`src/common/xbar_defines.svh`:
```
/*
 crossbar parameters
 widths, memory size, slave decode, FIFO depth and config map
*/
`ifndef XBAR_DEFINES_SVH
`define XBAR_DEFINES_SVH

// bus widths, data and address share one width
`define XBAR_DW 32

// memory slave geometry
`define XBAR_MEM_WORDS 256        // words per slave, index from addr[9:2]
`define XBAR_SLV_SEL_BIT 12       // address bit picking slave 0 or 1
`define XBAR_MEM_FILL 32'hdeadbeef

// response FIFOs, 16 entries
`define XBAR_FIFO_DEPTH_LOG2 4

// config register map
`define XBAR_CFG_AW 2
`define XBAR_CFG_ARB 0            // arbitration mode
`define XBAR_CFG_THR0 1           // throttle rate of slave 0
`define XBAR_CFG_THR1 2           // throttle rate of slave 1

`define XBAR_THR_W 2              // throttle rate 0..3

`endif
```
`src/common/xbar_pkg.sv`:
```
/*
 crossbar types
 bus command and arbitration mode encodings
*/
package xbar_pkg;

	// bus command, write is 1 as on the slave bus of the memory model
	typedef enum logic
	{
		CMD_READ  = 1'b0,
		CMD_WRITE = 1'b1
	} bus_cmd_e;

	// slave port arbitration
	typedef enum logic
	{
		ARB_FIXED = 1'b0, // master 0 always wins
		ARB_RR    = 1'b1  // round robin between masters
	} arb_mode_e;

endpackage

```
`src/mem_slave/resp_fifo.sv`:
```
/*
 response FIFO
 pointer-based circular buffer, head entry always visible on r_data
*/
`timescale 1ns/1ps

module resp_fifo
#(
	parameter int WIDTH = 32,
	parameter int DEPTH_LOG2 = 4
)
(
	input  logic clk_i,
	input  logic rst_i,
	input  logic wr,
	input  logic [WIDTH-1:0] w_data,
	input  logic rd,
	output logic [WIDTH-1:0] r_data,
	output logic full,
	output logic empty
);

	logic [WIDTH-1:0] buf_mem [1 << DEPTH_LOG2];
	logic [DEPTH_LOG2:0] wr_ptr;    // extra bit tells full from empty
	logic [DEPTH_LOG2:0] rd_ptr;
	logic do_wr;
	logic do_rd;

	assign do_wr = wr & ~full;      // writes into a full FIFO are dropped
	assign do_rd = rd & ~empty;

	assign empty = (wr_ptr == rd_ptr);
	assign full = (wr_ptr[DEPTH_LOG2] != rd_ptr[DEPTH_LOG2]) &&
		(wr_ptr[DEPTH_LOG2-1:0] == rd_ptr[DEPTH_LOG2-1:0]);
	assign r_data = buf_mem[rd_ptr[DEPTH_LOG2-1:0]];   // show-ahead head

	always_ff @(posedge clk_i)
	begin
		if (rst_i)
		begin
			wr_ptr <= '0;
			rd_ptr <= '0;
		end
		else
		begin
			if (do_wr)
				wr_ptr <= wr_ptr + 1'b1;
			if (do_rd)
				rd_ptr <= rd_ptr + 1'b1;
		end
	end

	always_ff @(posedge clk_i)
	begin
		if (do_wr)
			buf_mem[wr_ptr[DEPTH_LOG2-1:0]] <= w_data;
	end

endmodule

```
`src/xbar/xbar_slave_port.sv`:
```
/*
 crossbar slave port
 arbitrates the two masters onto one slave and steers read responses back
*/
`timescale 1ns/1ps
`include "xbar_defines.svh"

module xbar_slave_port
(
	input  logic clk_i,
	input  logic rst_i,
	input  xbar_pkg::arb_mode_e arb_mode,

	// master 0 request
	input  logic req_m0,
	input  logic [`XBAR_DW-1:0] addr_m0,
	input  xbar_pkg::bus_cmd_e cmd_m0,
	input  logic [`XBAR_DW-1:0] wdata_m0,

	// master 1 request
	input  logic req_m1,
	input  logic [`XBAR_DW-1:0] addr_m1,
	input  xbar_pkg::bus_cmd_e cmd_m1,
	input  logic [`XBAR_DW-1:0] wdata_m1,

	output logic ack_m0,
	output logic ack_m1,
	output logic resp_m0,
	output logic resp_m1,
	output logic [`XBAR_DW-1:0] rdata,      // shared, qualified by resp

	// slave bus
	output logic slave_req,
	output logic [`XBAR_DW-1:0] slave_addr,
	output xbar_pkg::bus_cmd_e slave_cmd,
	output logic [`XBAR_DW-1:0] slave_wdata,
	input  logic slave_ack,
	input  logic slave_resp,
	input  logic [`XBAR_DW-1:0] slave_rdata
);

	import xbar_pkg::*;

	logic rr_ptr;     // master with priority next under round robin
	logic prio;       // 1 gives master 1 priority
	logic gnt_m0;
	logic gnt_m1;
	logic id_push;
	logic id_head;    // master owning the oldest pending read
	logic id_empty;   // no read pending on this slave

	assign prio = (arb_mode == ARB_RR) & rr_ptr;
	assign gnt_m0 = req_m0 & (~req_m1 | ~prio);
	assign gnt_m1 = req_m1 & (~req_m0 | prio);

	// winner's request onto the slave bus
	assign slave_req = gnt_m0 | gnt_m1;
	assign slave_addr = gnt_m1 ? addr_m1 : addr_m0;
	assign slave_cmd = gnt_m1 ? cmd_m1 : cmd_m0;
	assign slave_wdata = gnt_m1 ? wdata_m1 : wdata_m0;

	assign ack_m0 = slave_ack & gnt_m0;
	assign ack_m1 = slave_ack & gnt_m1;

	// responses follow the ID FIFO head
	assign resp_m0 = slave_resp & ~id_head;
	assign resp_m1 = slave_resp & id_head;
	assign rdata = slave_rdata;

	// pointer steps past the master just served
	always_ff @(posedge clk_i)
	begin
		if (rst_i)
			rr_ptr <= 1'b0;
		else if (slave_ack)
			rr_ptr <= gnt_m0;
	end

	// same depth and same push/pop edges as the slave's data FIFO
	assign id_push = slave_ack & (slave_cmd == CMD_READ);

	resp_fifo #(
		.WIDTH(1),
		.DEPTH_LOG2(`XBAR_FIFO_DEPTH_LOG2)
	) u_id_fifo (
		.clk_i,
		.rst_i,
		.wr(id_push),
		.w_data(gnt_m1),          // ID of the winning master
		.rd(slave_resp),
		.r_data(id_head),
		.full(),
		.empty(id_empty)
	);

endmodule

```
`config.mk`:
```
export PLATFORM = sky130hd
export DESIGN_NAME = xbar_slave_port
export DESIGN_NICKNAME = d
export VERILOG_FILES = /design/src/common/xbar_pkg.sv /design/src/mem_slave/resp_fifo.sv /design/src/xbar/xbar_slave_port.sv
export VERILOG_INCLUDE_DIRS = /design/src /design/src/common
export SDC_FILE = /design/constraint.sdc
export NUM_CORES = 1
export LEC_CHECK = 0
export ABC_CLOCK_PERIOD_IN_PS = 2000
export BUFFER_PORTS_ARGS = -buffer_cell sky130_fd_sc_hd__buf_4
export CAP_MARGIN = 20
export CORE_AREA = 4 4 103 105
export DETAILED_ROUTE_END_ITERATION = 10
export DIE_AREA = 0 0 107 109
export PLACE_DENSITY = 0.69
export SETUP_SLACK_MARGIN = 0.3
export SYNTH_ARGS = -nofsm -noshare
export SYNTH_HDL_FRONTEND = slang
export SYNTH_HIERARCHICAL = 1
export SYNTH_SLANG_ARGS = --single-unit
export TNS_END_PERCENT = 50
```
`constraint.sdc`:
```
create_clock -name clk_i -period 2 [get_ports clk_i]
set_input_delay 0.2 -clock clk_i [delete_from_list [all_inputs] [get_ports clk_i]]
set_output_delay 0.2 -clock clk_i [all_outputs]
set_load 0.05 [all_outputs]
```
==> metrics.md <==
| Metric | Value |
|---|---|
| # Max-Cap Violations | `0` |
| Final setup TNS | `-354 ps` |
| FMAX | `0.457 GHz` |
| Worst Tran Pin Value | `515 ps` |
| Final Hold Viols | `0` |
| Pin count of the biggest net entering global routing | `18` |
| Pwr/cell area | `519 nW/um2` |
| WS Path Type | `reg2out` |
| Worst hold margin | `273 ps` |
| Core ar. | `9640 um2` |
| Net Count, Synth | `415` |
| Global-route wire length before repair | `16.9 mm` |
| Height of the die | `109 um` |
| Final ANT Viol Nets | `0` |
| Syn avg cell area | `11.5 um2` |
| Die W | `107 um` |
| P_sw | `0.00106 W` |
| # nets final | `614` |
| Starting Density | `28.7%` |
| Drt via density | `4.71` |
| Crit path DAT | `1990 ps` |
| GP Congestion | `0.786` |
| Routed len/inst | `21.6 um` |
| Row cnt | `36` |
| Status | `finished, violations left` |
| Pins Over Slew Limit | `0` |
| Via count | `2,718` |
| Sink Count | `31` |
| Total Die Area | `11,700 um2` |
| Synthesis warning total | `6` |
| Crit-path max FO | `4` |
| Gr ovfl total | `0` |
| Drt total wl | `12.5 mm` |
| 1st-pass router iterations | `4` |
| Post-placement cell count | `542` |
| Finished Layout Cells | `577` |
| Clock power share | `16.6%` |
| Share of cells above drive strength 1 | `76.6%` |
| Relative slew slack | `65.5%` |
| Hold Path Class | `in2reg` |
| CTS root buf | `clkbuf_8` |
| Syn Std Cell Area | `2770 um2` |
| Iteration-0 DRC Markers | `129` |
| CTS tree | `yes` |
| Input/output buffers | `206` |
| Setup Viol. Count Final | `3` |
| CP endpoint kind | `output pin` |
| Global router's overall resource usage | `19.9%` |
| DRC errors left | `0` |
| CP Launch Type | `flip-flop` |
| Fillers | `829` |
| RSZ-0062 raised after global routing | `yes` |
| Fin crit share | `109%` |
| Tmin final | `2190 ps` |
| Peak supply drop | `290 uV` |
| Reg power frac | `25.4%` |
| Final Skew | `8.90 ps` |
| Combinational share of power | `58.0%` |
| Leak | `2.64 nW` |
| Vias in the first global route | `2,883` |
| Setup WS post-layout | `-188 ps` |
| Switch share | `37.3%` |
| Hpwl dp | `9.35 mm` |
| P_int | `0.00177 W` |
| Num CTS Buffers | `5` |
| Clock Path Buffers | `2` |
| Failing checks | `setup timing` |
| Clock Latency Late Sink | `290 ps` |
| Cells after synthesis | `241` |
| Clock-pin slew on the worst setup and hold paths | `70 ps` |
| P&R area growth vs syn | `96.7%` |
| Ports | `271` |
| Antenna violations before repair | `3` |
| Htree depth | `2` |
| Critical path required time | `1800 ps` |
final cells by class:
class / instances / area [um2] / share of cell area [%]
clock buffer: 7 / 76.3 / 1.40
multi-input combinational: 159 / 1830 / 33.7
clock inverter: 1 / 5.00 / 0.0919
timing repair buffer: 236 / 2540 / 46.6
inverter: 7 / 30.0 / 0.551
tap: 133 / 166 / 3.06
sequential: 31 / 787 / 14.5
antenna: 3 / 7.51 / 0.138
timing repair:
action / CTS / global route
gates resized for setup: 171 / 45
gates cloned: 7 / 1
pin swaps: 12 / 2
setup endpoints to repair: 86 / 90
setup buffers: 6 / 10
hold buffers: 0 / 0
worst max-delay path: stages (launching register included):
cell,delay [ps]
dfxtp_4,390
mux4_2,490
mux4_2,520
and2_4,160
buf_6,140
power groups by stage:
stage               clock, W  sequential (W)  combinational [W]
floorplan                  0        0.000722           0.000977
global placement           0        0.000728            0.00122
detailed placement         0        0.000729            0.00123
CTS                 0.000485        0.000718            0.00155
global route        0.000516        0.000721            0.00170
finish              0.000470        0.000717            0.00164
cell usage in the layout, fill, tap and decap left out, types with 8 or more instances in the layout:
master / n
edfxtp_1: 16
buf_8: 64
buf_4: 148
buf_16: 8
buf_6: 9
mux2_4: 64
mux2_2: 9
dfxtp_1: 12
nor2_1: 10
path summary, 6_finish.rpt:
kind,startpoint,to,slack [ps],cells past startpoint
max,flip-flop,resp_m1,-190,4
min,rst_i,u_id_fifo/wr_ptr[1]$_SDFFE_PP0P_,270,2
max reg2reg,rr_ptr$_SDFFE_PP0P_,u_id_fifo/buf_mem[7]$_DFFE_PP_,0,8
min reg2reg,u_id_fifo/rd_ptr[1]$_SDFFE_PP0P_,u_id_fifo/rd_ptr[1]$_SDFFE_PP0P_,550,2
through the flow:
stage	instance area [um2]	total power, W	utilization (%)	worst slack [ps]
2_1_floorplan	2790	0.00170	-	-46.9
3_3_place_gp	4210	0.00195	43.6	-66.1
3_5_place_dp	4210	0.00196	43.6	-77.3
4_1_cts	5160	0.00276	53.5	-212
5_1_grt	5450	0.00294	56.5	-260
6_report	5450	0.00283	56.5	-188
layer usage:
metal | up-vias | GRT usage, % | part of all wire [%]
met4 | 0 | 7.21 | 2.8
li1 | 1260 | - | -
met5 | - | 0 | 0
met3 | 20 | 6.04 | 8.2
met2 | 152 | 36.6 | 56
met1 | 1286 | 21.5 | 33
Power figures use the tool's default switching activity.
