===== src/common/xbar_defines.svh =====
/*
 crossbar parameters
 widths, memory size, slave decode, FIFO depth and config map
*/
`ifndef XBAR_DEFINES_SVH
`define XBAR_DEFINES_SVH

// bus widths, data and address share one width
`define XBAR_DW 32

// memory slave geometry
`define XBAR_MEM_WORDS 256        // words per slave, index from addr[9:2]
`define XBAR_SLV_SEL_BIT 12       // address bit picking slave 0 or 1
`define XBAR_MEM_FILL 32'hdeadbeef

// response FIFOs, 16 entries
`define XBAR_FIFO_DEPTH_LOG2 4

// config register map
`define XBAR_CFG_AW 2
`define XBAR_CFG_ARB 0            // arbitration mode
`define XBAR_CFG_THR0 1           // throttle rate of slave 0
`define XBAR_CFG_THR1 2           // throttle rate of slave 1

`define XBAR_THR_W 2              // throttle rate 0..3

`endif

===== src/common/xbar_pkg.sv =====
/*
 crossbar types
 bus command and arbitration mode encodings
*/
package xbar_pkg;

	// bus command, write is 1 as on the slave bus of the memory model
	typedef enum logic
	{
		CMD_READ  = 1'b0,
		CMD_WRITE = 1'b1
	} bus_cmd_e;

	// slave port arbitration
	typedef enum logic
	{
		ARB_FIXED = 1'b0, // master 0 always wins
		ARB_RR    = 1'b1  // round robin between masters
	} arb_mode_e;

endpackage


===== src/source/xbar_cfg_regs.sv =====
/*
 crossbar configuration block
 holds arbitration mode and slave throttle rates, written by single-cycle strobe
*/
`timescale 1ns/1ps
`include "xbar_defines.svh"

module xbar_cfg_regs
(
	input  logic clk_i,
	input  logic rst_i,

	// config write strobe
	input  logic cfg_we,
	input  logic [`XBAR_CFG_AW-1:0] cfg_addr,
	input  logic [`XBAR_DW-1:0] cfg_wdata,

	output xbar_pkg::arb_mode_e arb_mode,
	output logic [`XBAR_THR_W-1:0] thr0,    // slave 0 throttle
	output logic [`XBAR_THR_W-1:0] thr1     // slave 1 throttle
);

	import xbar_pkg::*;

	// one register updated per strobe, value seen from next cycle
	always_ff @(posedge clk_i)
	begin
		if (rst_i)
		begin
			arb_mode <= ARB_FIXED;     // master 0 wins by default
			thr0 <= '0;                // no throttling
			thr1 <= '0;
		end
		else if (cfg_we)
		begin
			case (cfg_addr)
				`XBAR_CFG_ARB:
					arb_mode <= arb_mode_e'(cfg_wdata[0]);
				`XBAR_CFG_THR0:
					thr0 <= cfg_wdata[`XBAR_THR_W-1:0];
				`XBAR_CFG_THR1:
					thr1 <= cfg_wdata[`XBAR_THR_W-1:0];
				default:
				begin
					// unknown address, nothing changes
				end
			endcase
		end
	end

endmodule


===== config.mk =====
export PLATFORM = sky130hd
export DESIGN_NAME = xbar_cfg_regs
export DESIGN_NICKNAME = d
export VERILOG_FILES = /design/src/common/xbar_pkg.sv /design/src/source/xbar_cfg_regs.sv
export VERILOG_INCLUDE_DIRS = /design/src /design/src/common
export SDC_FILE = /design/constraint.sdc
export NUM_CORES = 1
export LEC_CHECK = 0
export BUFFER_PORTS_ARGS = -buffer_cell sky130_fd_sc_hd__buf_4
export CORE_AREA = 2 2 39 41
export DETAILED_ROUTE_END_ITERATION = 8
export DIE_AREA = 0 0 41 43
export PLACE_DENSITY_LB_ADDON = 0.05
export SLEW_MARGIN = 5
export SYNTH_ARGS = -nofsm -noshare
export SYNTH_HDL_FRONTEND = slang
export SYNTH_SLANG_ARGS = --single-unit

===== constraint.sdc =====
create_clock -name clk_i -period 0.8 [get_ports clk_i]
set_input_delay 0.16 -clock clk_i [delete_from_list [all_inputs] [get_ports clk_i]]
set_output_delay 0.16 -clock clk_i [all_outputs]
set_load 0.05 [all_outputs]

==> impl_metrics.env, run 1 <==
export IMPL_status="finished with violations"
export IMPL_violations="negative setup slack"
export IMPL_cts_num_sinks=5
export IMPL_worstPathArrival_ns=0.72
export IMPL_synth_simple_gate_area_share_pct=32.2
export IMPL_layout_nets=74
export IMPL_start_util_pct=16.0
export IMPL_syn2layout_area_growth_pct=81.4
export IMPL_netlist_area_um2=221
export IMPL_grt_max_degree=8
export IMPL_p_per_area_mw_per_mm2=1700
export IMPL_grt_pass1_vias=179
export IMPL_clockRootBuffer="clkbuf_4"
export IMPL_whs_path_depth=3
export IMPL_dp_cells=47
export IMPL_ctsHoldBuffers=0
export IMPL_finalCriticalPeriod_ns=0.884
export IMPL_htree_levels=1
export IMPL_synth_cell_types=5
export IMPL_nFillCells=149
export IMPL_start_kind="flop"
export IMPL_cts_clk_slew_worst_paths_ns=0.05
export IMPL_reg2reg_from="thr0[1]"
export IMPL_setup_ws_ns=-0.0837
export IMPL_worstSkewPairLatency_ns=0.24
export IMPL_drc=0
export IMPL_drt_total_wl_um=514
export IMPL_final_cells=52
export IMPL_p_leak_nw=0.169
export IMPL_worst_r2r_cell_count=3
export IMPL_synth_xor_area_share_pct=0
export IMPL_hp_class="primary input to flop"
export IMPL_holdCritStartpoint="cfg_addr[1]"
export IMPL_cts_buffers_inserted=3
export IMPL_dr_pass1_iters=2
export IMPL_peakVddDrop_uv=564
export IMPL_max_cap_viol_count=0
export IMPL_die_h_um=43
export IMPL_placementRows=14
export IMPL_gp_congestion=0.629
export IMPL_syn_nets=57
export IMPL_finalSetupViolCount=5
export IMPL_routed_via_density=3.69
export IMPL_whs_ns=0.203
export IMPL_cts_tree="done"
export IMPL_synth_compound_area_share_pct=0
export IMPL_synth_adder_area_share_pct=0
export IMPL_startpoint="thr0[1]"
export IMPL_end_kind="primary output"
export IMPL_maxSlewViolCount=0
export IMPL_max_freq_ghz=1.13
export IMPL_worst_setup_path_type="flop to primary output"
export IMPL_clock_path_buffers=2
export IMPL_finalCoreUtilization_pct=29.0
export IMPL_synth_area_per_cell_um2=11.1
export IMPL_synth_area_mux_share_pct=22.6
export IMPL_reg2reg_slack_ns=0.13
export IMPL_rsz0062_at_grt="true"
export IMPL_yosysWarnings=0
export IMPL_regArea_um2=106
export IMPL_n_antenna_cell=0
export IMPL_core_area_mm2=0.00138
export IMPL_io_pins=42
export IMPL_syn_inst=20
export IMPL_slew_headroom_pct=83.9
export IMPL_dp_hpwl_um=403
export IMPL_layout_common_cells="7 x nand2b_1, 7 x buf_4, 5 x mux2i_1, 5 x dfxtp_2, 5 x buf_8"
export IMPL_cp_buffers_inverters=1
export IMPL_cp_max_fo=2
export IMPL_wire_per_inst_um=9.88
export IMPL_crit_chain="buf_8"
export IMPL_crit_required_ns=0.64
export IMPL_grt_remaining_overflow=0
export IMPL_tightest_slew_ns=0.241
export IMPL_crit_path_max_incr_delay_ns=0.34
export IMPL_dieWidth_um=41
export IMPL_crit_path_top_delay_cell="dfxtp_2"
export IMPL_vias=192
export IMPL_io_buffers=11
export IMPL_drtIter0Drc=1
export IMPL_skew_ns=0
export IMPL_drive_gt1_share_pct=61.1
export IMPL_synth_seq_cells=5
export IMPL_track_usage_pct=6.94
export IMPL_finalCritPeriodShare_pct=110
export IMPL_seq_area_frac_synth_pct=45.2
export IMPL_crit_family="flip-flops"
export IMPL_antenna_left=0
export IMPL_cp_depth=1
export IMPL_synth_top_family_by_area="simple AND/OR/NAND/NOR gates"
export IMPL_die_area_mm2=0.00176
export IMPL_antenna_found_initial=0
export IMPL_grt_pass1_wl_um=717
export IMPL_multi_input_comb_area_um2=121
export IMPL_hold_violations=0
report_power, final:
group,internal [mW],leakage [nW],switching (mW)
Sequential,0.261,0.0430,0.00733
Clock,0.189,0.0150,0.110
Combinational,0.0621,0.111,0.0545
layout make-up:
cell class	instances	area share [%]
clock buffer	4	6.54
tap	16	4.98
multi-input combinational	15	30.2
timing repair buffer	12	31.8
sequential	5	26.5
metrics by stage:
step                worst slack [ns]  cell area (um2)  total power [mW]  setup TNS (ns)
global route                  -0.110              402             0.726          -0.528
CTS                          -0.0917              383             0.689          -0.450
floorplan                     0.0739              228             0.327               0
detailed placement           -0.0276              330             0.373         -0.0522
global placement            -0.00236              330             0.372        -0.00410
finish                       -0.0837              402             0.684          -0.411
cells in the mapped netlist (all sizes together):
cell | n | area [um2]
and3b | 2 | 20.0
dfxtp | 5 | 100
mux2i | 5 | 50.1
nand2b | 7 | 43.8
nor3b | 1 | 7.51
worst paths after layout:
path / to
setup / recovery: thr0[1]
hold / removal: arb_mode
setup reg to reg: thr0[1]
hold reg to reg: arb_mode
registers in the layout, summed over array words and instances, names as in the netlist:
name	count
thr1	2
thr0	2
arb_mode	1
kinds of logic after synthesis:
kind of cell,after synthesis
muxes,5
and+or+nand+nor,10
DFF,5
per-layer routing:
metal	global-route usage, %	wire length, um
met3	3.14	48
met2	7.19	229
met1	9.06	236
met4	8.00	0
met5	0	0
worst min-delay path, stage by stage:
cell	delay, ns
buf_4	0.09
nor3b_1	0.05
mux2i_1	0.11
what timing repair did:
action                     CTS  global route
gates resized for setup      7             3
setup endpoints to repair    5             5
pin swaps                    0             0
setup buffers                0             1
No activity file was read; power rests on OpenSTA's default activity.
==> inputs of run 2 (changes only) <==
ABC_AREA = 1   (was default)
GPL_TIMING_DRIVEN = 0   (was default)
==> run 2 against run 1 <==
Compared with the run above:
- the flow still finishes with violations (negative setup slack)
- combinational power up 35%
- die area unchanged
- synthesized cell count increased by 80%
- sequential share of layout area shrank 0.25 points
- worst hold slack got worse by 0.038 ns
- setup slack gained 0.0012 ns
- critical endpoint unchanged
==> impl_metrics.env, run 2 <==
export IMPL_status="finished with violations"
export IMPL_violations="negative setup slack"
export IMPL_htree_levels=1
export IMPL_finalCritPeriodShare_pct=110
export IMPL_hold_violations=0
export IMPL_tightest_slew_ns=0.123
export IMPL_peakVddDrop_uv=691
export IMPL_dieWidth_um=41
export IMPL_drt_total_wl_um=524
export IMPL_worstSkewPairLatency_ns=0.24
export IMPL_grt_pass1_vias=205
export IMPL_maxSlewViolCount=0
export IMPL_crit_family="flip-flops"
export IMPL_cts_num_sinks=5
export IMPL_synth_cell_types=8
export IMPL_reg2reg_slack_ns=0.18
export IMPL_track_usage_pct=7.82
export IMPL_cp_buffers_inverters=1
export IMPL_yosysWarnings=0
export IMPL_finalSetupViolCount=5
export IMPL_grt_pass1_wl_um=841
export IMPL_layout_nets=89
export IMPL_clockRootBuffer="clkbuf_4"
export IMPL_cts_buffers_inserted=3
export IMPL_synthTopCellsByArea="dfxtp_1 43%, nor2_1 16%, nand2_1 15%, inv_1 11%, nand3_2 8.6%"
export IMPL_whs_path_depth=3
export IMPL_p_leak_nw=0.214
export IMPL_p_per_area_mw_per_mm2=1800
export IMPL_io_buffers=11
export IMPL_worst_r2r_cell_count=4
export IMPL_syn_inst=36
export IMPL_nFillCells=155
export IMPL_die_h_um=43
export IMPL_crit_chain="buf_8"
export IMPL_die_area_mm2=0.00176
export IMPL_ctsHoldBuffers=0
export IMPL_wire_per_inst_um=7.82
export IMPL_seq_area_frac_synth_pct=43.0
export IMPL_skew_ns=0
export IMPL_cp_max_fo=2
export IMPL_reg2reg_from="thr0[1]"
export IMPL_setup_ws_ns=-0.0826
export IMPL_vias=249
export IMPL_yosys_most_used_dff="dfxtp_1"
export IMPL_crit_path_top_delay_cell="dfxtp_2"
export IMPL_antenna_found_initial=0
export IMPL_rr_endpoint="thr0[1]"
export IMPL_worstPathArrival_ns=0.72
export IMPL_netlist_top_cell_by_area="dfxtp_1"
export IMPL_gp_congestion=0.623
export IMPL_finalCriticalPeriod_ns=0.883
export IMPL_pre_cts_slack_ns=0.0901
export IMPL_start_util_pct=16.8
export IMPL_grt_use_met2_pct=6.88
export IMPL_startpoint="thr0[1]"
export IMPL_routed_via_density=3.72
export IMPL_cts_tree="done"
export IMPL_layout_commonest_cell="nor2_1"
export IMPL_crit_required_ns=0.64
export IMPL_rsz0062_at_grt="true"
export IMPL_netlist_area_um2=233
export IMPL_dp_hpwl_um=410
export IMPL_synth_top_area_share_pct=43.0
export IMPL_drc=0
export IMPL_grt_max_degree=6
export IMPL_holdPathEnd="thr1[1]"
export IMPL_async_flop_share_pct=0
export IMPL_finalCoreUtilization_pct=29.3
export IMPL_worst_setup_path_type="flop to primary output"
export IMPL_syn2layout_area_growth_pct=74.2
export IMPL_dr_pass1_iters=2
export IMPL_max_freq_ghz=1.13
export IMPL_crit_path_max_incr_delay_ns=0.34
export IMPL_hp_class="primary input to flop"
export IMPL_placementRows=14
export IMPL_clock_path_buffers=2
export IMPL_synth_edf_count=0
export IMPL_holdCritStartpoint="cfg_wdata[1]"
export IMPL_top_usage_layer="met1"
export IMPL_start_kind="flop"
export IMPL_drive_gt1_share_pct=43.1
export IMPL_synth_seq_cells=5
export IMPL_dp_cells=63
export IMPL_use_met3_pct=4.71
export IMPL_drtIter0Drc=2
export IMPL_slew_headroom_pct=91.8
export IMPL_grt_remaining_overflow=0
export IMPL_n_antenna_cell=0
export IMPL_io_pins=42
export IMPL_cts_clk_slew_worst_paths_ns=0.05
export IMPL_core_area_mm2=0.00138
export IMPL_layout_common_cells="10 x nor2_1, 9 x nand2_1, 7 x inv_1, 6 x buf_4"
export IMPL_max_cap_viol_count=0
export IMPL_met1_usage_pct=11.2
export IMPL_syn_nets=73
export IMPL_yosysMostFrequentCell="nor2_1"
export IMPL_antenna_left=0
export IMPL_yosys_top_cells_count="10 x nor2_1, 9 x nand2_1, 7 x inv_1"
export IMPL_end_kind="primary output"
export IMPL_synth_area_per_cell_um2=6.46
export IMPL_reg_top3="thr0 (2), thr1 (2), arb_mode (1)"
export IMPL_final_cells=67
## run 2: metal layers
metal	vias up	wire length, um
li1	135	-
met4	0	8
met2	10	187
met3	2	56
met5	-	0
met1	102	272
## run 2: final cells by class
| type | instances | area (um2) | share of cell area [%] |
|---|---|---|---|
| Timing Repair Buffer | 11 | 120 | 29.6 |
| Sequential cell | 5 | 106 | 26.2 |
| Multi-Input combinational cell | 23 | 101 | 25.0 |
| Inverter | 8 | 31.3 | 7.72 |
| Clock buffer | 4 | 26.3 | 6.48 |
| Tap cell | 16 | 20.0 | 4.94 |
## run 2: kinds of logic after synthesis
group | after synthesis | synth area share [%]
buffers and inverters | 8 | 13.4
AND/OR/NAND/NOR | 22 | 41.4
AO/OA/AOI/OAI | 1 | 2.15
flip-flops | 5 | 43.0
## run 2: per-stage QoR
step           hold WS [ns]  total power [mW]  TNS, ns  cell area [um2]
6_report              0.166             0.728   -0.388              405
5_1_grt               0.177             0.778   -0.525              405
4_1_cts               0.156             0.739   -0.464              387
3_5_place_dp          0.410             0.417        0              342
3_3_place_gp          0.403             0.416        0              342
2_1_floorplan         0.295             0.359        0              239
## run 2: worst max-delay path by stage
stage	depth (start not counted)	slack, ns	to
after global placement	5	0.08	thr0[0]
final	1	-0.08	thr0[1]
after CTS	1	-0.1	arb_mode
after global routing	1	-0.12	thr0[1]
after floorplan	4	0.04	thr0[0]
after detailed placement	6	0.09	thr0[0]
## run 2: timing repair
action | CTS | global route
buffers inserted | 0 | 0
pin swaps | 0 | 0
endpoints found under the setup margin | 5 | 5
resized for setup | 5 | 5
## run 2: worst register-to-register path, cell delays in order (launching register included)
cell	delay, ns
dfxtp_2	0.34
inv_1	0.04
nand2_1	0.05
nand2_1	0.04
nor2_1	0.08
## run 2: power by group
| group | internal, mW | switching, mW | leakage [nW] |
|---|---|---|---|
| registers | 0.266 | 0.0109 | 0.0430 |
| logic | 0.0692 | 0.0884 | 0.156 |
| clock network | 0.189 | 0.105 | 0.0150 |
| total | 0.524 | 0.204 | 0.214 |
