$ cat config.mk
export PLATFORM = sky130hd
export DESIGN_NAME = xbar_master_port
export DESIGN_NICKNAME = d
export VERILOG_FILES = /design/src/common/xbar_pkg.sv /design/src/xbar/xbar_master_port.sv
export VERILOG_INCLUDE_DIRS = /design/src /design/src/common
export SDC_FILE = /design/constraint.sdc
export NUM_CORES = 1
export LEC_CHECK = 0
export BUFFER_PORTS_ARGS = -buffer_cell sky130_fd_sc_hd__buf_2
export CAP_MARGIN = 10
export CORE_MARGIN = 4
export CORE_UTILIZATION = 25
export CTS_BUF_LIST = sky130_fd_sc_hd__clkbuf_4 sky130_fd_sc_hd__clkbuf_8
export DETAILED_ROUTE_END_ITERATION = 16
export PLACE_DENSITY = 0.76
export SLEW_MARGIN = 20
export SYNTH_ARGS = -nofsm -noshare
export SYNTH_HDL_FRONTEND = slang
export SYNTH_SLANG_ARGS = --single-unit
$ cat constraint.sdc
create_clock -name clk_i -period 2.5 [get_ports clk_i]
set_clock_uncertainty 0.1 [all_clocks]
set_input_delay 0.5 -clock clk_i [delete_from_list [all_inputs] [get_ports clk_i]]
set_output_delay 0.5 -clock clk_i [all_outputs]
set_load 0.02 [all_outputs]
$ cat src/common/xbar_defines.svh
/*
 crossbar parameters
 widths, memory size, slave decode, FIFO depth and config map
*/
`ifndef XBAR_DEFINES_SVH
`define XBAR_DEFINES_SVH

// bus widths, data and address share one width
`define XBAR_DW 32

// memory slave geometry
`define XBAR_MEM_WORDS 256        // words per slave, index from addr[9:2]
`define XBAR_SLV_SEL_BIT 12       // address bit picking slave 0 or 1
`define XBAR_MEM_FILL 32'hdeadbeef

// response FIFOs, 16 entries
`define XBAR_FIFO_DEPTH_LOG2 4

// config register map
`define XBAR_CFG_AW 2
`define XBAR_CFG_ARB 0            // arbitration mode
`define XBAR_CFG_THR0 1           // throttle rate of slave 0
`define XBAR_CFG_THR1 2           // throttle rate of slave 1

`define XBAR_THR_W 2              // throttle rate 0..3

`endif
$ cat src/common/xbar_pkg.sv
/*
 crossbar types
 bus command and arbitration mode encodings
*/
package xbar_pkg;

	// bus command, write is 1 as on the slave bus of the memory model
	typedef enum logic
	{
		CMD_READ  = 1'b0,
		CMD_WRITE = 1'b1
	} bus_cmd_e;

	// slave port arbitration
	typedef enum logic
	{
		ARB_FIXED = 1'b0, // master 0 always wins
		ARB_RR    = 1'b1  // round robin between masters
	} arb_mode_e;

endpackage

$ cat src/xbar/xbar_master_port.sv
/*
 crossbar master port
 decodes target slave, tracks outstanding reads, merges responses
*/
`timescale 1ns/1ps
`include "xbar_defines.svh"

module xbar_master_port
(
	input  logic clk_i,
	input  logic rst_i,

	// master side
	input  logic req,
	input  logic [`XBAR_DW-1:0] addr,
	input  xbar_pkg::bus_cmd_e cmd,
	output logic ack,
	output logic resp,
	output logic [`XBAR_DW-1:0] rdata,

	// slave port side
	output logic sel,                       // decoded target slave
	output logic req_s0,
	output logic req_s1,
	input  logic ack_s0,
	input  logic ack_s1,
	input  logic resp_s0,
	input  logic resp_s1,
	input  logic [`XBAR_DW-1:0] rdata_s0,
	input  logic [`XBAR_DW-1:0] rdata_s1
);

	import xbar_pkg::*;

	// enough for a full ID FIFO of reads on one slave
	localparam int CNT_W = `XBAR_FIFO_DEPTH_LOG2 + 1;

	logic [CNT_W-1:0] rd_cnt;   // reads acked, resp not yet seen
	logic rd_sel;               // slave those reads went to
	logic blocked;
	logic rd_acc;

	assign sel = addr[`XBAR_SLV_SEL_BIT];

	// switching slave with reads in flight could reorder responses
	assign blocked = (rd_cnt != '0) && (sel != rd_sel);
	assign req_s0 = req & ~sel & ~blocked;
	assign req_s1 = req & sel & ~blocked;

	assign ack = ack_s0 | ack_s1;           // only the requested slave can ack
	assign rd_acc = ack & (cmd == CMD_READ);

	// outstanding reads all sit on one slave, so never both resp at once
	assign resp = resp_s0 | resp_s1;
	assign rdata = resp_s1 ? rdata_s1 : rdata_s0;

	always_ff @(posedge clk_i)
	begin
		if (rst_i)
		begin
			rd_cnt <= '0;
			rd_sel <= 1'b0;
		end
		else
		begin
			if (rd_acc)
				rd_sel <= sel;
			case ({rd_acc, resp})
				2'b10: rd_cnt <= rd_cnt + 1'b1;
				2'b01: rd_cnt <= rd_cnt - 1'b1;
				default: rd_cnt <= rd_cnt;  // none or both, count holds
			endcase
		end
	end

endmodule

==> results of run 1 <==
[power groups by stage]
stage / clock network (uW) / logic [uW] / registers, uW
floorplan: 0 / 253 / 134
global placement: 0 / 353 / 144
detailed placement: 0 / 362 / 146
CTS: 100 / 363 / 144
global route: 105 / 397 / 148
finish: 98.1 / 358 / 145
[state kept, by name, summed over array words and instances (netlist names)]
| signal | count |
|---|---|
| rd_cnt | 5 |
| rd_sel | 1 |
[area by class of cell]
cell class,count,area [sq um],area share
sequential,6,120,0.0815
inverter,1,3.75,0.00255
timing repair buffer,113,576,0.390
tap,46,57.6,0.0390
multi-input combinational,76,694,0.471
clock buffer,3,22.5,0.0153
[metal layers]
| metal | vias up | global-route usage | wire [microns] |
|---|---|---|---|
| met4 | 0 | 0.0711 | 65 |
| met1 | 493 | 0.143 | 1170 |
| met2 | 59 | 0.278 | 1740 |
| li1 | 557 | - | - |
| met3 | 7 | 0.0590 | 389 |
| met5 | - | 0 | 0 |
[metrics by stage]
stage | cells | util | hold slack (ns) | setup WS, ns
after CTS | 245 | 0.442 | 0.392 | 0.264
after global placement | 242 | 0.435 | 0.379 | 0.105
final | 245 | 0.442 | 0.396 | 0.273
after floorplan | 92 | - | 0.361 | 0.00459
after detailed placement | 242 | 0.435 | 0.394 | 0.0320
after global routing | 245 | 0.442 | 0.428 | 0.197
[worst max path at each step]
stage                            from                      to  slack, ns  depth (start not counted)
3_3_place_gp                   ack_s1  rd_cnt[2]$_SDFFE_PP0P_       0.11                         10
5_1_grt                        ack_s1  rd_cnt[2]$_SDFFE_PP0P_       0.20                         10
2_1_floorplan                 resp_s1  rd_cnt[2]$_SDFFE_PP0P_      0.005                         11
4_1_cts        rd_cnt[1]$_SDFFE_PP0P_                  req_s0       0.26                          4
6_report       rd_cnt[1]$_SDFFE_PP0P_                  req_s0       0.27                          4
3_5_place_dp                   ack_s1  rd_cnt[2]$_SDFFE_PP0P_       0.03                         10
[synth_stat cells (all sizes together) (2+ instances only)]
master | number | area [sq um]
nor4b | 3 | 26.3
dfxtp | 6 | 120
buf | 8 | 51.3
mux2i | 2 | 20.0
xor2 | 4 | 35.0
ha | 4 | 50.1
a21oi | 5 | 25.0
or2 | 2 | 12.5
nand4 | 2 | 12.5
nor2 | 6 | 22.5
o21ai | 3 | 18.8
mux2 | 32 | 360
nand2 | 2 | 7.51
[worst register-to-register path: stages, from the launching register on]
cell     delay, ns
dfxtp_1       0.48
xor2_1        0.19
ha_2          0.23
a21oi_2       0.04
xor2_1        0.16
or3_1         0.31
a21oi_1       0.14
[cell families after synthesis]
group	count (synthesis)
buffers and inverters	10
XOR/XNOR	4
AO/OA/AOI/OAI	12
adder cells (fa/ha/maj)	4
AND/OR/NAND/NOR	22
multiplexers	34
flip-flops	6
[cell usage in the layout, fill, tap and decap left out, types with 2 or more instances in the layout]
cell / instances
a21oi_1: 4
buf_2: 109
buf_4: 4
clkbuf_4: 3
dfxtp_1: 6
ha_1: 2
ha_2: 2
mux2_2: 32
mux2i_1: 2
nand2_1: 2
nand4_1: 2
nor2_1: 6
nor4b_1: 3
o21ai_0: 2
xor2_1: 4
==> metrics, run 1 <==
sw power=250 uW; crit start category=flop; P_leak=0.000782 uW; post-synthesis simple-gate area fraction=0.161; Yosys cell types=29; crit path DAT=1.63 ns; # DRC=0; worst skew pair latency=0.25 ns; async set-reset flop share out of synthesis=0; critical path class=flop to primary output; Syn Inst Count=92; CTS Buf Count=3; Synth Area in XOR/XNOR=0.0406; Vias=1116; Gate power share=0.596; fin crit share=0.891; Initial DRT Pass Iterations=4; CP delay by family, top=simple AND/OR/NAND/NOR gates; Slew Limit Fails=0; initial antenna violation count=0; IO buf count=109; outcome=completed; worst reg2reg path startpoint=rd_cnt[1]$_SDFFE_PP0P_; CP Capture Type=primary output; combinational family with the most area after synthesis=multiplexers; Post-DP Area=0.00145 sq mm; Post-synth EDFFs=0; Final Power=601 uW; Final ANT Viol Nets=0; f_max=449 MHz; routed wire length=3370 microns; max incr delay on CP=0.55 ns; Post-CTS Hold Buffers=0; synthesis-to-layout area growth=71.0%; Sw Ratio=0.416; Ports=141; first-pass GRT wire length=5180 microns; number of gates resized after CTS=0; CTS Buffer Depth=2; Final Hold Violating Endpoints=0; pwr/cell area=408 mW/mm^2; Max IR drop VDD=0.111 mV; sequential power share=0.241; hold depth=2; largest net degree at the start of global routing=33; setup bufs post-CTS=0; hold-critical path endpoint=rd_cnt[4]$_SDFFE_PP0P_; row count=21; NumNets Final=309; CTS H-tree lvls=1; adder-cell share of the synthesized area=0.0581; clock slew at reported path FFs=0.05 ns; RSZ-0062 raised after global routing=false; setup total negative slack=0 ns; GRT Util Overall=0.150; Final setup violation count=0; Iter 0 DRT Violations=5; fin area=0.00147 sq mm; total gr overflow=0; Clock Sinks=6; Max stage delay cell, worst path=or4_4; Avg WL per Cell=13.7 microns; layout cell share with drive strength beyond 1=0.779; maxcap violations=0; core area=0.00334 sq mm; CTS root buf=clkbuf_4; #FFs+latches synth=6; HP Start=rd_cnt[4]$_SDFFE_PP0P_; flop2flop setup slack=0.78 ns; placer's final routability congestion estimate=0.810; WP data required=1.90 ns; R2R cell count=6; Synth warnings=0; Clock power frac=0.163; Worst Max-Slew Pin Slew=0.371 ns; Cell Chain, Critical Path=or4_4, o21ai_2, and3b_1, buf_2; Post-synth top flop=dfxtp_1; Vias/cell=4.56; dpl hpwl=3010 microns; Die ar.=0.00445 sq mm; Starting Density=0.258; cell internal pwr=351 uW; Synth Net Count=200; Die Wd=66.7 microns; CTS tree=built; clock period minus worst slack=2.23 ns; crit path buf inv count=1; n_diodes=0; Mean Syn Cell Area=9.37 sq um; vias in the first global route=1220; mux cell area share after synthesis=0.441; compound-cell area share of the yosys netlist=0.0914; sequential area share after synthesis=0.139; filler instances=370; Die Span Y=66.7 microns; synthesized area=862 sq um; reg2reg end=rd_cnt[2]$_SDFFE_PP0P_; crit path max fanout=8; Worst slew margin=0.753; hold crit path type=flop to flop
(Power assumes the default switching activity.)
==> inputs of run 2 (changes only) <==
- clock period: 2.5 -> 1.81 ns (I/O delays scaled with it)
==> metrics, run 2 (same netlist as run 1, synthesis figures left out) <==
f_max=508 MHz; Avg WL per Cell=14.4 microns (+4.5%); Vias=1193 (+6.9%); Ports=141 (unchanged); crit path buf inv count=1 (unchanged); Post-DP Area=0.00151 sq mm (+4.2%); # DRC=0 (unchanged); Worst slew margin=0.792 (+0.0391); Clock Sinks=6 (unchanged); CTS tree=built; setup ws final=-0.157 ns (-0.430 ns); Iter 0 DRT Violations=26 (+21); Final Hold Violating Endpoints=0 (unchanged); initial antenna violation count=0 (unchanged); WP data required=1.35 ns (-0.55 ns); Slew Limit Fails=0 (unchanged); CTS Buffer Depth=2 (unchanged); layout cell share with drive strength beyond 1=0.826 (+0.0472); failing checks=negative setup slack; P_leak=0.000841 uW (+7.5%); Starting Density=0.258 (unchanged); outcome=finished with violations; Vias/cell=4.72 (+3.5%); Cell Count Post-Placement=248 (+2.5%); crit start category=flop; pwr/cell area=569 mW/mm^2 (+40%); clock period minus worst slack=1.97 ns; RSZ-0062 raised after global routing=true; Final setup violation count=3 (+3); Final ANT Viol Nets=0 (unchanged); hold crit path type=input pin to flop; crit path DAT=1.51 ns (-0.12 ns); max incr delay on CP=0.54 ns (about the same); worst skew pair latency=0.25 ns (about the same); Die Wd=66.7 microns (unchanged); total gr overflow=0 (unchanged); fin area=0.00162 sq mm (+10%); most frequent cells in the layout=buf_2 (106), mux2_2 (32), buf_4 (12); Largest register FFs=5 (unchanged); core area=0.00334 sq mm (unchanged); fin crit share=1.09; IO buf count=109 (unchanged); critical path class=flop to primary output; CTS H-tree lvls=1 (unchanged); placer's final routability congestion estimate=0.808 (-0.27%); Max stage delay cell, worst path=or4_4; CTS Buf Count=3 (unchanged); maxcap violations=0 (unchanged); biggest regs=rd_cnt: 5 flops, rd_sel: 1 flops; vias in the first global route=1164 (-4.6%); Die ar.=0.00445 sq mm (unchanged); dpl hpwl=3090 microns (+2.9%); crit path max fanout=2 (-6); Worst Max-Slew Pin Slew=0.311 ns (-0.0601 ns); most common cell after layout, fill and taps aside=buf_2; row count=21 (unchanged); Max IR drop VDD=0.183 mV (+65%); routed wire length=3630 microns (+7.9%); CP Capture Type=primary output; Die Span Y=66.7 microns (unchanged); pre-CTS setup slack=-0.447 ns (-0.479 ns); Initial DRT Pass Iterations=4 (unchanged); setup total negative slack=-0.327 ns (-0.327 ns); CTS root buf=clkbuf_4; clock slew at reported path FFs=0.05 ns (about the same); non-filler cells, final=253 (+3.3%); Cell Chain, Critical Path=or4_4, o21ai_2, and3b_1, buf_6; fin util=0.486 (+0.0442); synthesis-to-layout area growth=88.1%; NumNets Final=317 (+2.6%); first-pass GRT wire length=5110 microns (-1.3%); CP delay by family, top=simple AND/OR/NAND/NOR gates; Reg with most FFs=rd_cnt; n_diodes=0 (unchanged); largest net degree at the start of global routing=33 (unchanged); GRT Util Overall=0.152 (+0.00140)
run 2: changes by cell type in the layout (fill, tap and decap cells not counted), moves of 2 or more:
cell,change
buf_2,-3
buf_4,+8
buf_6,+3
ha_1,-2
ha_4,+3
nor4b_1,-3
nor4b_2,+3
run 2: path summary, 6_finish.rpt:
kind | startpoint | endpoint | slack [ns] | depth (start not counted)
worst min-delay path | rst_i | rd_cnt[0]$_SDFFE_PP0P_ | 0.28 | 2
worst max-delay path | rd_cnt[0]$_SDFFE_PP0P_ | req_s0 | -0.16 | 4
worst min register to register | rd_cnt[4]$_SDFFE_PP0P_ | rd_cnt[4]$_SDFFE_PP0P_ | 0.40 | 2
worst max register to register | rd_cnt[1]$_SDFFE_PP0P_ | rd_cnt[2]$_SDFFE_PP0P_ | 0.15 | 7
run 2: repair_timing:
action	4_1_cts	5_1_grt
hold buffers	0	0
resized for setup	8	7
pin swaps	4	7
setup buffers	2	1
setup endpoints to repair	14	5
gates cloned	0	0
hold endpoints to repair	0	0
run 2: area by class of cell:
type | instances | area [sq um]
timing repair buffer | 121 | 654
clock buffer | 3 | 22.5
multi-input combinational | 76 | 762
inverter | 1 | 3.75
sequential | 6 | 121
tap | 46 | 57.6
fill | 346 | 1720
run 2: routing by layer:
layer | part of all wire | vias up | track usage
li1 | - | 570 | -
met1 | 0.32 | 554 | 0.154
met2 | 0.57 | 61 | 0.292
met3 | 0.082 | 8 | 0.0472
met4 | 0.026 | 0 | 0.0431
met5 | 0 | - | 0
run 2: power by group:
group | switching, uW | internal, uW
clock network | 51.8 | 75.2
logic | 295 | 315
registers | 25.0 | 160
total | 372 | 551
run 2: worst register-to-register path, stage by stage (launching register included):
cell	delay, ns
dfxtp_1	0.32
buf_4	0.16
xor2_1	0.18
ha_2	0.23
a21oi_2	0.04
xor2_1	0.14
or3_1	0.30
a21oi_1	0.12
run 2: through the flow:
stage / hold WS [ns] / power (uW)
final: 0.281 / 923
after global routing: 0.297 / 989
after CTS: 0.275 / 901
after detailed placement: 0.403 / 746
after global placement: 0.390 / 733
after floorplan: 0.361 / 542
